==> config.mk <==
export PLATFORM = sky130hd
export DESIGN_NAME = rv_id_stage
export DESIGN_NICKNAME = d
export VERILOG_FILES = /design/src/hw/rv_id_pkg.sv /design/src/hw/rv_decoder.sv /design/src/hw/rv_imm_ext.sv /design/src/hw/rv_regfile.sv /design/src/hw/rv_id_stage.sv
export SDC_FILE = /design/constraint.sdc
export NUM_CORES = 2
export LEC_CHECK = 0
export CAP_MARGIN = 40
export CORE_MARGIN = 3
export CORE_UTILIZATION = 45
export DETAILED_ROUTE_END_ITERATION = 8
export DONT_BUFFER_PORTS = 1
export PLACE_DENSITY_LB_ADDON = 0.15
export RECOVER_POWER = 100
export REMOVE_ABC_BUFFERS = 1
export SLEW_MARGIN = 20
export SYNTH_ARGS = -nofsm -noshare
export SYNTH_HDL_FRONTEND = slang
export SYNTH_SLANG_ARGS = --single-unit
export TNS_END_PERCENT = 50
==> constraint.sdc <==
create_clock -name clk -period 2.7 [get_ports clk]
set_input_delay 0.54 -clock clk [delete_from_list [all_inputs] [get_ports clk]]
set_output_delay 0.54 -clock clk [all_outputs]
set_load 0.02 [all_outputs]
==> src/hw/rv_id_pkg.sv <==
package rv_id_pkg;

    // machine word and instruction widths
    localparam int XLEN       = 64;
    localparam int ILEN       = 32;
    localparam int REG_ADDR_W = 5;
    localparam int NUM_REGS   = 32;

    // data and instruction words
    typedef logic [XLEN-1:0]       xlen_t;
    typedef logic [ILEN-1:0]       instr_t;
    typedef logic [REG_ADDR_W-1:0] reg_addr_t;

    // instruction fields
    // opcode is bits 6..2, the low two bits are always 2'b11
    typedef logic [4:0] opcode_t;
    typedef logic [2:0] funct3_t;
    typedef logic [6:0] funct7_t;

    // decode output codes
    typedef logic [4:0] alu_op_t;
    typedef logic [4:0] ext_op_t;
    typedef logic [1:0] src2_sel_t;

    // alu operations, 64-bit forms
    localparam alu_op_t ALU_ADD_64 = 5'd0;
    localparam alu_op_t ALU_SUB_64 = 5'd1;
    localparam alu_op_t ALU_SLL_64 = 5'd2;
    localparam alu_op_t ALU_SRL_64 = 5'd3;
    localparam alu_op_t ALU_SRA_64 = 5'd4;
    // word forms, result sign-extended from bit 31 in execute
    localparam alu_op_t ALU_ADD_32 = 5'd5;
    localparam alu_op_t ALU_SUB_32 = 5'd6;
    localparam alu_op_t ALU_SLL_32 = 5'd7;
    localparam alu_op_t ALU_SRL_32 = 5'd8;
    localparam alu_op_t ALU_SRA_32 = 5'd9;
    // width-independent ops
    localparam alu_op_t ALU_SLT    = 5'd10;
    localparam alu_op_t ALU_SLTU   = 5'd11;
    localparam alu_op_t ALU_XOR    = 5'd12;
    localparam alu_op_t ALU_OR     = 5'd13;
    localparam alu_op_t ALU_AND    = 5'd14;
    // passes operand 2 straight through, lui
    localparam alu_op_t ALU_SRC2   = 5'd15;

    // immediate format, one-hot
    localparam ext_op_t EXT_NONE = 5'b00000;
    localparam ext_op_t EXT_I    = 5'b00001;
    localparam ext_op_t EXT_U    = 5'b00010;
    localparam ext_op_t EXT_S    = 5'b00100;
    localparam ext_op_t EXT_J    = 5'b01000;
    localparam ext_op_t EXT_B    = 5'b10000;

    // operand selects
    localparam logic      SRC1_RS1  = 1'b0;
    localparam logic      SRC1_PC   = 1'b1;
    localparam src2_sel_t SRC2_RS2  = 2'b00;
    localparam src2_sel_t SRC2_IMM  = 2'b01;
    localparam src2_sel_t SRC2_FOUR = 2'b10;

    // opcodes as instr[6:2]
    // bit 1 set marks the 32-bit word variants
    localparam opcode_t OPC_LOAD      = 5'b00000;
    localparam opcode_t OPC_OP_IMM    = 5'b00100;
    localparam opcode_t OPC_AUIPC     = 5'b00101;
    localparam opcode_t OPC_OP_IMM_32 = 5'b00110;
    localparam opcode_t OPC_STORE     = 5'b01000;
    localparam opcode_t OPC_OP        = 5'b01100;
    localparam opcode_t OPC_LUI       = 5'b01101;
    localparam opcode_t OPC_OP_32     = 5'b01110;
    localparam opcode_t OPC_BRANCH    = 5'b11000;
    localparam opcode_t OPC_JALR      = 5'b11001;
    localparam opcode_t OPC_JAL       = 5'b11011;

    // funct3 for the alu groups
    localparam funct3_t F3_ADD_SUB = 3'd0;
    localparam funct3_t F3_SLL     = 3'd1;
    localparam funct3_t F3_SLT     = 3'd2;
    localparam funct3_t F3_SLTU    = 3'd3;
    localparam funct3_t F3_XOR     = 3'd4;
    localparam funct3_t F3_SR      = 3'd5;
    localparam funct3_t F3_OR      = 3'd6;
    localparam funct3_t F3_AND     = 3'd7;

endpackage

==> src/hw/rv_decoder.sv <==
`timescale 1ns/1ps

module rv_decoder (
    input  rv_id_pkg::instr_t    instr_i,
    output rv_id_pkg::ext_op_t   ext_op_o,
    output logic                 src1_sel_o,
    output rv_id_pkg::src2_sel_t src2_sel_o,
    output rv_id_pkg::alu_op_t   alu_op_o,
    output logic                 is_jal_o,
    output logic                 is_jalr_o,
    output logic                 is_brc_o,
    output logic                 wb_en_o
);
    import rv_id_pkg::*;

    opcode_t opcode;
    funct3_t funct3;
    funct7_t funct7;
    logic    is_word;
    logic    is_reg_op;

    // instruction fields
    assign opcode = instr_i[6:2];
    assign funct3 = instr_i[14:12];
    assign funct7 = instr_i[31:25];

    // OP-32 and OP-IMM-32 differ from their 64-bit forms only in bit 1
    assign is_word = opcode[1];
    // register-register form, the only one with a sub
    assign is_reg_op = (opcode == OPC_OP) || (opcode == OPC_OP_32);

    // shared funct3 decode for OP and OP-IMM groups
    // alt is funct7 bit 5, selects sub or sra
    function automatic alu_op_t alu_from_f3(
        input funct3_t f3,
        input logic    alt,
        input logic    word,
        input logic    reg_op
    );
        alu_op_t op;
        op = ALU_ADD_64;
        case (f3)
            F3_ADD_SUB: begin
                // addi has no sub form, bit 30 is immediate there
                if (alt && reg_op) begin
                    op = word ? ALU_SUB_32 : ALU_SUB_64;
                end else begin
                    op = word ? ALU_ADD_32 : ALU_ADD_64;
                end
            end
            F3_SLL:  op = word ? ALU_SLL_32 : ALU_SLL_64;
            F3_SLT:  op = ALU_SLT;
            F3_SLTU: op = ALU_SLTU;
            F3_XOR:  op = ALU_XOR;
            F3_SR: begin
                // srai also carries bit 30 in the shamt field
                if (alt) begin
                    op = word ? ALU_SRA_32 : ALU_SRA_64;
                end else begin
                    op = word ? ALU_SRL_32 : ALU_SRL_64;
                end
            end
            F3_OR:   op = ALU_OR;
            F3_AND:  op = ALU_AND;
            default: op = ALU_ADD_64;
        endcase
        return op;
    endfunction

    always_comb begin
        // defaults, also the unknown opcode result
        ext_op_o   = EXT_NONE;
        alu_op_o   = ALU_ADD_64;
        src1_sel_o = SRC1_RS1;
        src2_sel_o = SRC2_RS2;
        is_jal_o   = 1'b0;
        is_jalr_o  = 1'b0;
        is_brc_o   = 1'b0;
        wb_en_o    = 1'b0;

        case (opcode)
            OPC_OP, OPC_OP_32: begin
                // rs1 op rs2
                alu_op_o = alu_from_f3(funct3, funct7[5], is_word, is_reg_op);
                wb_en_o  = 1'b1;
            end
            OPC_OP_IMM, OPC_OP_IMM_32: begin
                // rs1 op imm
                alu_op_o   = alu_from_f3(funct3, funct7[5], is_word, is_reg_op);
                ext_op_o   = EXT_I;
                src2_sel_o = SRC2_IMM;
                wb_en_o    = 1'b1;
            end
            OPC_LOAD: begin
                // address is rs1 + imm
                ext_op_o   = EXT_I;
                src2_sel_o = SRC2_IMM;
                wb_en_o    = 1'b1;
            end
            OPC_STORE: begin
                // same address calc, nothing written back
                ext_op_o   = EXT_S;
                src2_sel_o = SRC2_IMM;
            end
            OPC_BRANCH: begin
                // compare happens outside, target uses B imm
                ext_op_o = EXT_B;
                is_brc_o = 1'b1;
            end
            OPC_JAL: begin
                // rd gets pc + 4
                ext_op_o   = EXT_J;
                src1_sel_o = SRC1_PC;
                src2_sel_o = SRC2_FOUR;
                is_jal_o   = 1'b1;
                wb_en_o    = 1'b1;
            end
            OPC_JALR: begin
                // rd gets pc + 4, target is rs1 + I imm
                ext_op_o   = EXT_I;
                src1_sel_o = SRC1_PC;
                src2_sel_o = SRC2_FOUR;
                is_jalr_o  = 1'b1;
                wb_en_o    = 1'b1;
            end
            OPC_LUI: begin
                // result is the U imm itself
                ext_op_o   = EXT_U;
                src2_sel_o = SRC2_IMM;
                alu_op_o   = ALU_SRC2;
                wb_en_o    = 1'b1;
            end
            OPC_AUIPC: begin
                // pc + U imm
                ext_op_o   = EXT_U;
                src1_sel_o = SRC1_PC;
                src2_sel_o = SRC2_IMM;
                wb_en_o    = 1'b1;
            end
            default: begin
                // keep defaults
                wb_en_o = 1'b0;
            end
        endcase
    end

endmodule

==> src/hw/rv_imm_ext.sv <==
`timescale 1ns/1ps

module rv_imm_ext (
    input  logic [31:7]        instr_imm_i,
    input  rv_id_pkg::ext_op_t ext_op_i,
    output rv_id_pkg::xlen_t   imm_o
);
    import rv_id_pkg::*;

    logic sgn;

    // every format takes its sign from instr[31]
    assign sgn = instr_imm_i[31];

    always_comb begin
        case (ext_op_i)
            EXT_I: begin
                // imm[11:0]
                imm_o = {{(XLEN-12){sgn}}, instr_imm_i[31:20]};
            end
            EXT_S: begin
                // imm[11:5] from funct7 slot, imm[4:0] from rd slot
                imm_o = {{(XLEN-12){sgn}}, instr_imm_i[31:25], instr_imm_i[11:7]};
            end
            EXT_B: begin
                // imm[12] is the sign, imm[11] sits in bit 7
                imm_o = {{(XLEN-12){sgn}}, instr_imm_i[7], instr_imm_i[30:25],
                         instr_imm_i[11:8], 1'b0};
            end
            EXT_U: begin
                // upper 20 bits, low 12 cleared
                imm_o = {{(XLEN-32){sgn}}, instr_imm_i[31:12], 12'h000};
            end
            EXT_J: begin
                // imm[20] sign, then [19:12], [11], [10:1]
                imm_o = {{(XLEN-20){sgn}}, instr_imm_i[19:12], instr_imm_i[20],
                         instr_imm_i[30:21], 1'b0};
            end
            default: begin
                // EXT_NONE and any non one-hot code
                imm_o = '0;
            end
        endcase
    end

endmodule

==> src/hw/rv_regfile.sv <==
`timescale 1ns/1ps

module rv_regfile (
    input  logic                 clk,
    input  logic                 arst_n_i,
    input  rv_id_pkg::reg_addr_t rs1_addr_i,
    input  rv_id_pkg::reg_addr_t rs2_addr_i,
    input  rv_id_pkg::reg_addr_t wr_addr_i,
    input  rv_id_pkg::xlen_t     wr_data_i,
    input  logic                 wr_en_i,
    output rv_id_pkg::xlen_t     rs1_data_o,
    output rv_id_pkg::xlen_t     rs2_data_o
);
    import rv_id_pkg::*;

    // storage for x1..x31 only
    xlen_t                regs [1:NUM_REGS-1];
    logic [NUM_REGS-1:0]  wr_sel;

    // one-hot write select that never picks x0
    always_comb begin
        wr_sel = '0;
        if (wr_en_i && (wr_addr_i != '0)) begin
            wr_sel[wr_addr_i] = 1'b1;
        end
    end

    // x1..x31
    for (genvar i = 1; i < NUM_REGS; i++) begin : g_reg
        always_ff @(posedge clk or negedge arst_n_i) begin
            if (!arst_n_i) begin
                regs[i] <= '0;
            end else if (wr_sel[i]) begin
                regs[i] <= wr_data_i;
            end
        end
    end

    // async reads with x0 forced to zero
    // a same-cycle write shows up next cycle only
    assign rs1_data_o = (rs1_addr_i == '0) ? '0 : regs[rs1_addr_i];
    assign rs2_data_o = (rs2_addr_i == '0) ? '0 : regs[rs2_addr_i];

endmodule

==> src/hw/rv_id_stage.sv <==
`timescale 1ns/1ps

module rv_id_stage (
    input  logic                 clk,
    input  logic                 arst_n_i,
    // from fetch
    input  rv_id_pkg::xlen_t     pc_i,
    input  rv_id_pkg::instr_t    instr_i,
    // from writeback
    input  rv_id_pkg::reg_addr_t wb_rd_i,
    input  rv_id_pkg::xlen_t     wb_data_i,
    input  logic                 wb_we_i,
    // operands
    output rv_id_pkg::xlen_t     rs1_data_o,
    output rv_id_pkg::xlen_t     rs2_data_o,
    output rv_id_pkg::xlen_t     imm_o,
    // execute controls
    output logic                 src1_sel_o,
    output rv_id_pkg::src2_sel_t src2_sel_o,
    output rv_id_pkg::alu_op_t   alu_op_o,
    output logic                 is_jal_o,
    output logic                 is_jalr_o,
    output logic                 is_brc_o,
    output logic                 wb_en_o
);
    import rv_id_pkg::*;

    reg_addr_t rs1_addr;
    reg_addr_t rs2_addr;
    ext_op_t   ext_op;

    // source register fields
    assign rs1_addr = instr_i[19:15];
    assign rs2_addr = instr_i[24:20];

    // pc_i travels with the instruction, operand muxing is in execute

    rv_decoder u_decoder (
        .instr_i    (instr_i),
        .ext_op_o   (ext_op),
        .src1_sel_o (src1_sel_o),
        .src2_sel_o (src2_sel_o),
        .alu_op_o   (alu_op_o),
        .is_jal_o   (is_jal_o),
        .is_jalr_o  (is_jalr_o),
        .is_brc_o   (is_brc_o),
        .wb_en_o    (wb_en_o)
    );

    // opcode bits never feed the immediate
    rv_imm_ext u_imm_ext (
        .instr_imm_i (instr_i[31:7]),
        .ext_op_i    (ext_op),
        .imm_o       (imm_o)
    );

    rv_regfile u_regfile (
        .clk        (clk),
        .arst_n_i   (arst_n_i),
        .rs1_addr_i (rs1_addr),
        .rs2_addr_i (rs2_addr),
        .wr_addr_i  (wb_rd_i),
        .wr_data_i  (wb_data_i),
        .wr_en_i    (wb_we_i),
        .rs1_data_o (rs1_data_o),
        .rs2_data_o (rs2_data_o)
    );

endmodule

Word-level counts from Yosys, hierarchy flattened
Cells that the tools add are included.
Widths: inputs -> output; s select.
{"block": "word_totals", "reg_bits": 1984, "latch_bits": 0, "mem_bits_rw": 0, "romBits": 0, "in_bits": 168, "output_inout_bits": 204, "word_cells": 103, "n_memories": 0}
{"block": "classes", "n_addsub": 0, "n_mul": 0, "n_div": 0, "magnitude_cmp": 4, "eq_ne": 22, "shifts": 0, "muxes": 28, "bitwise_logic": 2, "n_reduce_logical": 16}
{"op": "$bmux 64 s5", "count": 2}
{"op": "$mux 64", "count": 6}
{"op": "$pmux 64 s5", "count": 1}
{"op": "$pmux 5 s8", "count": 1}
{"op": "$mux 32", "count": 1}
{"op": "$eq 5x4->1 const B", "count": 5}
{"op": "$pmux 5 s5", "count": 1}
{"op": "$eq 5x3->1 const B", "count": 4}
{"op": "$eq 5x5->1 const B", "count": 4}
{"op": "$logic_not 5->1", "count": 3}
{"op": "$eq 3x3->1 const B", "count": 4}
{"op": "$ge 6x6->1 const B", "count": 2}
{"op": "$not 5->6", "count": 2}
{"op": "$mux 5", "count": 2}
{"op": "$pmux 5 s2", "count": 1}
{"op": "$mux 3", "count": 3}
{"op": "$reduce_or 9->1", "count": 1}
{"op": "$mux 4", "count": 2}
{"op": "$reduce_or 4->1", "count": 2}
{"op": "$eq 3x2->1 const B", "count": 2}
{"op": "$lt 5x6->1 const B", "count": 1}
{"op": "$mux 1", "count": 6}
{"op": "$reduce_or 6->1", "count": 1}
{"op": "$demux 1 s5", "count": 1}
{"op": "11 further kinds", "count": 14}

Longest topological paths before layout
{"block": "logic_depth", "ltp_word": 6, "depth_mapped": 9, "mapped_depth_nobuf": 7}

By module
Synthesis repeated with hierarchy kept, for this count alone.
{"block": "hier_totals", "hier_cells": 7385, "area_unflattened_um2": 107899.7}
{"mod": "rv_regfile", "n_inst": 1, "cells_per_inst": 7210, "area_per_inst_um2": 106614.8, "seq_area_each_um2": 49647.6}
{"mod": "rv_imm_ext", "n_inst": 1, "cells_per_inst": 118, "area_per_inst_um2": 918.4, "seq_area_each_um2": 0.0}
{"mod": "rv_decoder", "n_inst": 1, "cells_per_inst": 57, "area_per_inst_um2": 366.6, "seq_area_each_um2": 0.0}

Worst setup path before layout
Ideal clock, no wire load.
{"block": "synth_path", "path_type": "input-to-output", "start": "input port instr_i[3]", "end": "output port imm_o[32]", "t_arrival_ns": 2.551, "required_ns": 2.160, "setup_slack_ns": -0.391, "stages": 5, "n_path_buf": 2, "cell_sequence": "clkbuf_1 nor3b_1 nor4_1 o21a_1 buf_4"}
{"block": "synth_via", "elab_chain_len": 5, "elab_cells_between_ends": 18, "classes_between": "eq/ne (13); mux (2); reduce/logical (3)"}
{"element": "start, declared", "line_no": "rv_id_stage.sv:8", "rtl": "input rv_id_pkg::instr_t instr_i,"}
{"element": "$eq 5x5->1, or another cell as far along", "line_no": "rv_decoder.sv:81", "rtl": "case (opcode)"}
{"element": "$reduce_or 4->1 (no source line) or $reduce_or 2->1 (tied branches)"}
{"element": "$pmux 5 s5 (*)", "line_no": "rv_decoder.sv:81"}
{"element": "$eq 5x4->1, or another cell as far along", "line_no": "rv_imm_ext.sv:16", "rtl": "case (ext_op_i)"}
{"element": "$pmux 64 s5 (*)", "line_no": "rv_imm_ext.sv:16"}
{"element": "end, declared", "line_no": "rv_id_stage.sv:16", "rtl": "output rv_id_pkg::xlen_t imm_o,"}
Mark *: on every way between the ends. The rest lies on a longest branch, timed or not.

Final worst setup path
{"block": "layout_path", "start": "input port instr_i[20]", "end": "output port rs2_data_o[35]"}
{"block": "layout_via", "elab_chain_len": 5, "elab_cells_between_ends": 6, "classes_between": "mux (4); bitwise (1); reduce/logical (1)"}
{"element": "$not 5->6 (implied by the code)", "line_no": "rv_regfile.sv:42", "rtl": "assign rs2_data_o = (rs2_addr_i == '0) ? '0 : regs[rs2_addr_i];"}
{"element": "$bmux 64 s5", "line_no": "rv_regfile.sv:42"}
{"element": "$mux 64 (implied by the code) (2 in a row)", "line_no": "rv_regfile.sv:42"}
{"element": "$mux 64 (*)", "line_no": "rv_regfile.sv:42"}
{"element": "end, declared", "line_no": "rv_id_stage.sv:15", "rtl": "output rv_id_pkg::xlen_t rs2_data_o,"}
Mark *: on every way between the ends. The rest lies on a longest branch, timed or not. The select of a mux whose other input is x is not followed.

==> summary.txt <==
Run status
  • Status: complete, but fails checks
  • Failing checks: capacitance limit, slew limit, setup timing

Power
  • Internal: 0.0661 W
  • Part of the power in combinational logic: 0.222
  • VDD IR max: 550 µV
  • Total power: 0.0915 W
  • Net Switching: 0.0254 W
  • Share of total power in the clock network: 0.342
  • PD cells: 725 nW/µm²
  • Switching Share: 0.277
  • Part of the power in registers: 0.435
  • Pleak: 54.5 nW

Layout
  • Area added between synthesis and finish: 20.2%
  • Nets@finish: 7524
  • Non-Filler Instances: 10600
  • Share of layout cells above drive strength 1: 0.592
  • Register bank with the most flops: u_regfile.regs
  • Commonest cells after routing, fill and taps aside: mux2_2, dfrtp_1, mux4_2
  • Top Registers: u_regfile.regs: 1984 flops
  • Commonest non-fill, non-tap cell in the layout: mux2_2
  • Max reg flops: 1984

Timing
  • Final period utilization: 1.52
  • Final worst slack: -1410 ps
  • Minimum clock period: 4110 ps
  • Final setup violation count: 707
  • RSZ-0062 raised after global routing: yes
  • Max-slew headroom: -0.623
  • Post-Route Setup TNS: -163130 ps
  • Pins Over Slew Limit: 1185
  • Worst-Margin Slew: 2440 ps
  • Final setup skew: 0 ps
  • Final hold slack: 290 ps
  • Final hold violation count: 0
  • FMAX: 243 MHz

Floorplan
  • Placeable Area: 231000 µm²
  • IO Count: 372
  • Row count: 176
  • Starting Density: 0.455
  • Horiz. Die Dim: 489 µm
  • Die Ht: 489 µm
  • Die area: 239000 µm²

Run
  • Max-capacitance violation count: 30

Drt
  • Via count: 71400
  • DRT antenna net count: 0
  • Vias per cell: 6.75
  • # DRC: 0
  • First-pass DRT Iterations: 6
  • Initial DRC count: 6887
  • DR WL/cell: 36.5 µm
  • Drt total wl: 386000 µm

Global route
  • First-pass GRT wire length: 521000 µm
  • Vias in the first global route: 71600
  • Global route total overflow: 0
  • GRT Util Overall: 0.299
  • Antenna violations before repair: 19
  • Largest net degree at the start of global routing: 480

Yosys
  • Synth cell types: 62
  • Synth Area per Inst: 14.9 µm²
  • Synth area leaders: dfrtp_1, mux2_2, mux4_2
  • Gate count after technology mapping: 7028
  • Async S/R FF share, synth: 1.00
  • EDFF count, synth: 0
  • Synthesized flop and latch total: 1984
  • Synth area leader: dfrtp_1
  • Area share of the largest cell type after synthesis: 0.473
  • Synth Flop Type: dfrtp_1
  • Synth warn: 0
  • Sequential area share after synthesis: 0.473
  • Cell Area, Synth: 105000 µm²

Hold path
  • HP Class: input pin to flop
  • Hold path cells: 3

Clocking
  • Worst skew pair latency: 870 ps
  • CTS sink count: 1984
  • CTS Buf Count: 220
  • Clock transition at path regs: 60 ps
  • H-tree depth: 4
  • CTS tree: built
  • Clock Tree Root: clkbuf_16
  • Clk buf depth: 3

Critical path
  • WP data required: 2160 ps
  • Crit Path Class: input pin to output pin
  • Worst path arrival time: 3570 ps
  • CP max FO: 366
  • R2R cell count: 2
  • CP Launch Type: input pin
  • Worst setup EP type: output pin

Place
  • # port buffers: 0
  • Cells after DPL: 9835
  • Sum of net half-perimeters after detailed placement: 202000 µm
  • Final GP Congestion: 0.804
## layout make-up
| type | instances | area (µm²) |
|---|---|---|
| Inverter | 8 | 32.5 |
| Clock buffer | 341 | 6670 |
| Fill cell | 18500 | 105000 |
| Antenna cell | 14 | 35.0 |
| Tap cell | 3026 | 3790 |
| Sequential cell | 1984 | 49600 |
| Clock inverter | 68 | 846 |
| Timing Repair Buffer | 914 | 10700 |
| Multi-Input combinational cell | 4225 | 54500 |
## per-layer routing
| layer | routed length [µm] | global-route usage |
|---|---|---|
| met5 | 66 | 0 |
| met1 | 154000 | 0.406 |
| met3 | 32300 | 0.0553 |
| met2 | 182000 | 0.484 |
| met4 | 17500 | 0.102 |
## critical path, cell delays in order
cell and delay (ps):
mux4_2 1230, a22o_1 260, a31oi_4 180, o311ai_2 150
buf_4 200
## synth_stat cells (38+ instances only)
cell	n
mux2_2	2086
clkbuf_1	439
a21oi_1	38
nor2_1	52
nand2_1	49
a22oi_1	196
a221o_1	42
buf_4	82
a221oi_1	53
mux4_2	786
buf_6	50
mux2i_1	232
o22ai_1	222
dfrtp_1	1984
buf_2	207
nor2b_1	43
## cell families after synthesis
family          after synthesis  share of synthesized area
buf+inv                     819                     0.0382
mux                        3117                      0.416
fa+ha+maj                     3                   0.000357
xor+xnor                      1                  0.0000834
compound gates              818                     0.0578
simple gates                285                     0.0151
other cells                   1                  0.0000357
flops                      1984                      0.473
## power groups by stage
| stage | Sequential [W] | Clock, W | Combinational (W) |
|---|---|---|---|
| after floorplan | 0.0386 | 0 | 0.0125 |
| after global placement | 0.0397 | 0 | 0.0167 |
| after detailed placement | 0.0401 | 0 | 0.0170 |
| after CTS | 0.0395 | 0.0318 | 0.0185 |
| after global routing | 0.0405 | 0.0330 | 0.0215 |
| final | 0.0398 | 0.0313 | 0.0203 |
## metrics by stage
stage	setup WS, ps	utilization	area (µm²)
after detailed placement	-2940	0.487	112000
after floorplan	-4020	-	101000
final	-1410	0.546	126000
after CTS	-567	0.532	123000
after global routing	-1020	0.546	126000
after global placement	-2850	0.487	112000
## worst paths after layout
check	slack, ps	startpoint	end
setup / recovery	-1410	instr_i[20]	rs2_data_o[35]
hold / removal	290	wb_rd_i[2]	u_regfile.regs[1161]
setup reg to reg	1340	u_regfile.regs[1759]	u_regfile.regs[1759]
hold reg to reg	510	u_regfile.regs[720]	u_regfile.regs[720]
max in group asynchronous	-270	arst_n_i	u_regfile.regs[1722]
min in group asynchronous	450	arst_n_i	u_regfile.regs[619]
## repair_timing
action,in CTS,in global routing
pin swaps,124,155
cloned,12,68
endpoints found under the setup margin,1091,659
hold buffers,70,0
buffers inserted,77,100
gates resized for setup,246,393
hold endpoints to repair,2093,0
(Power assumes the default switching activity.)
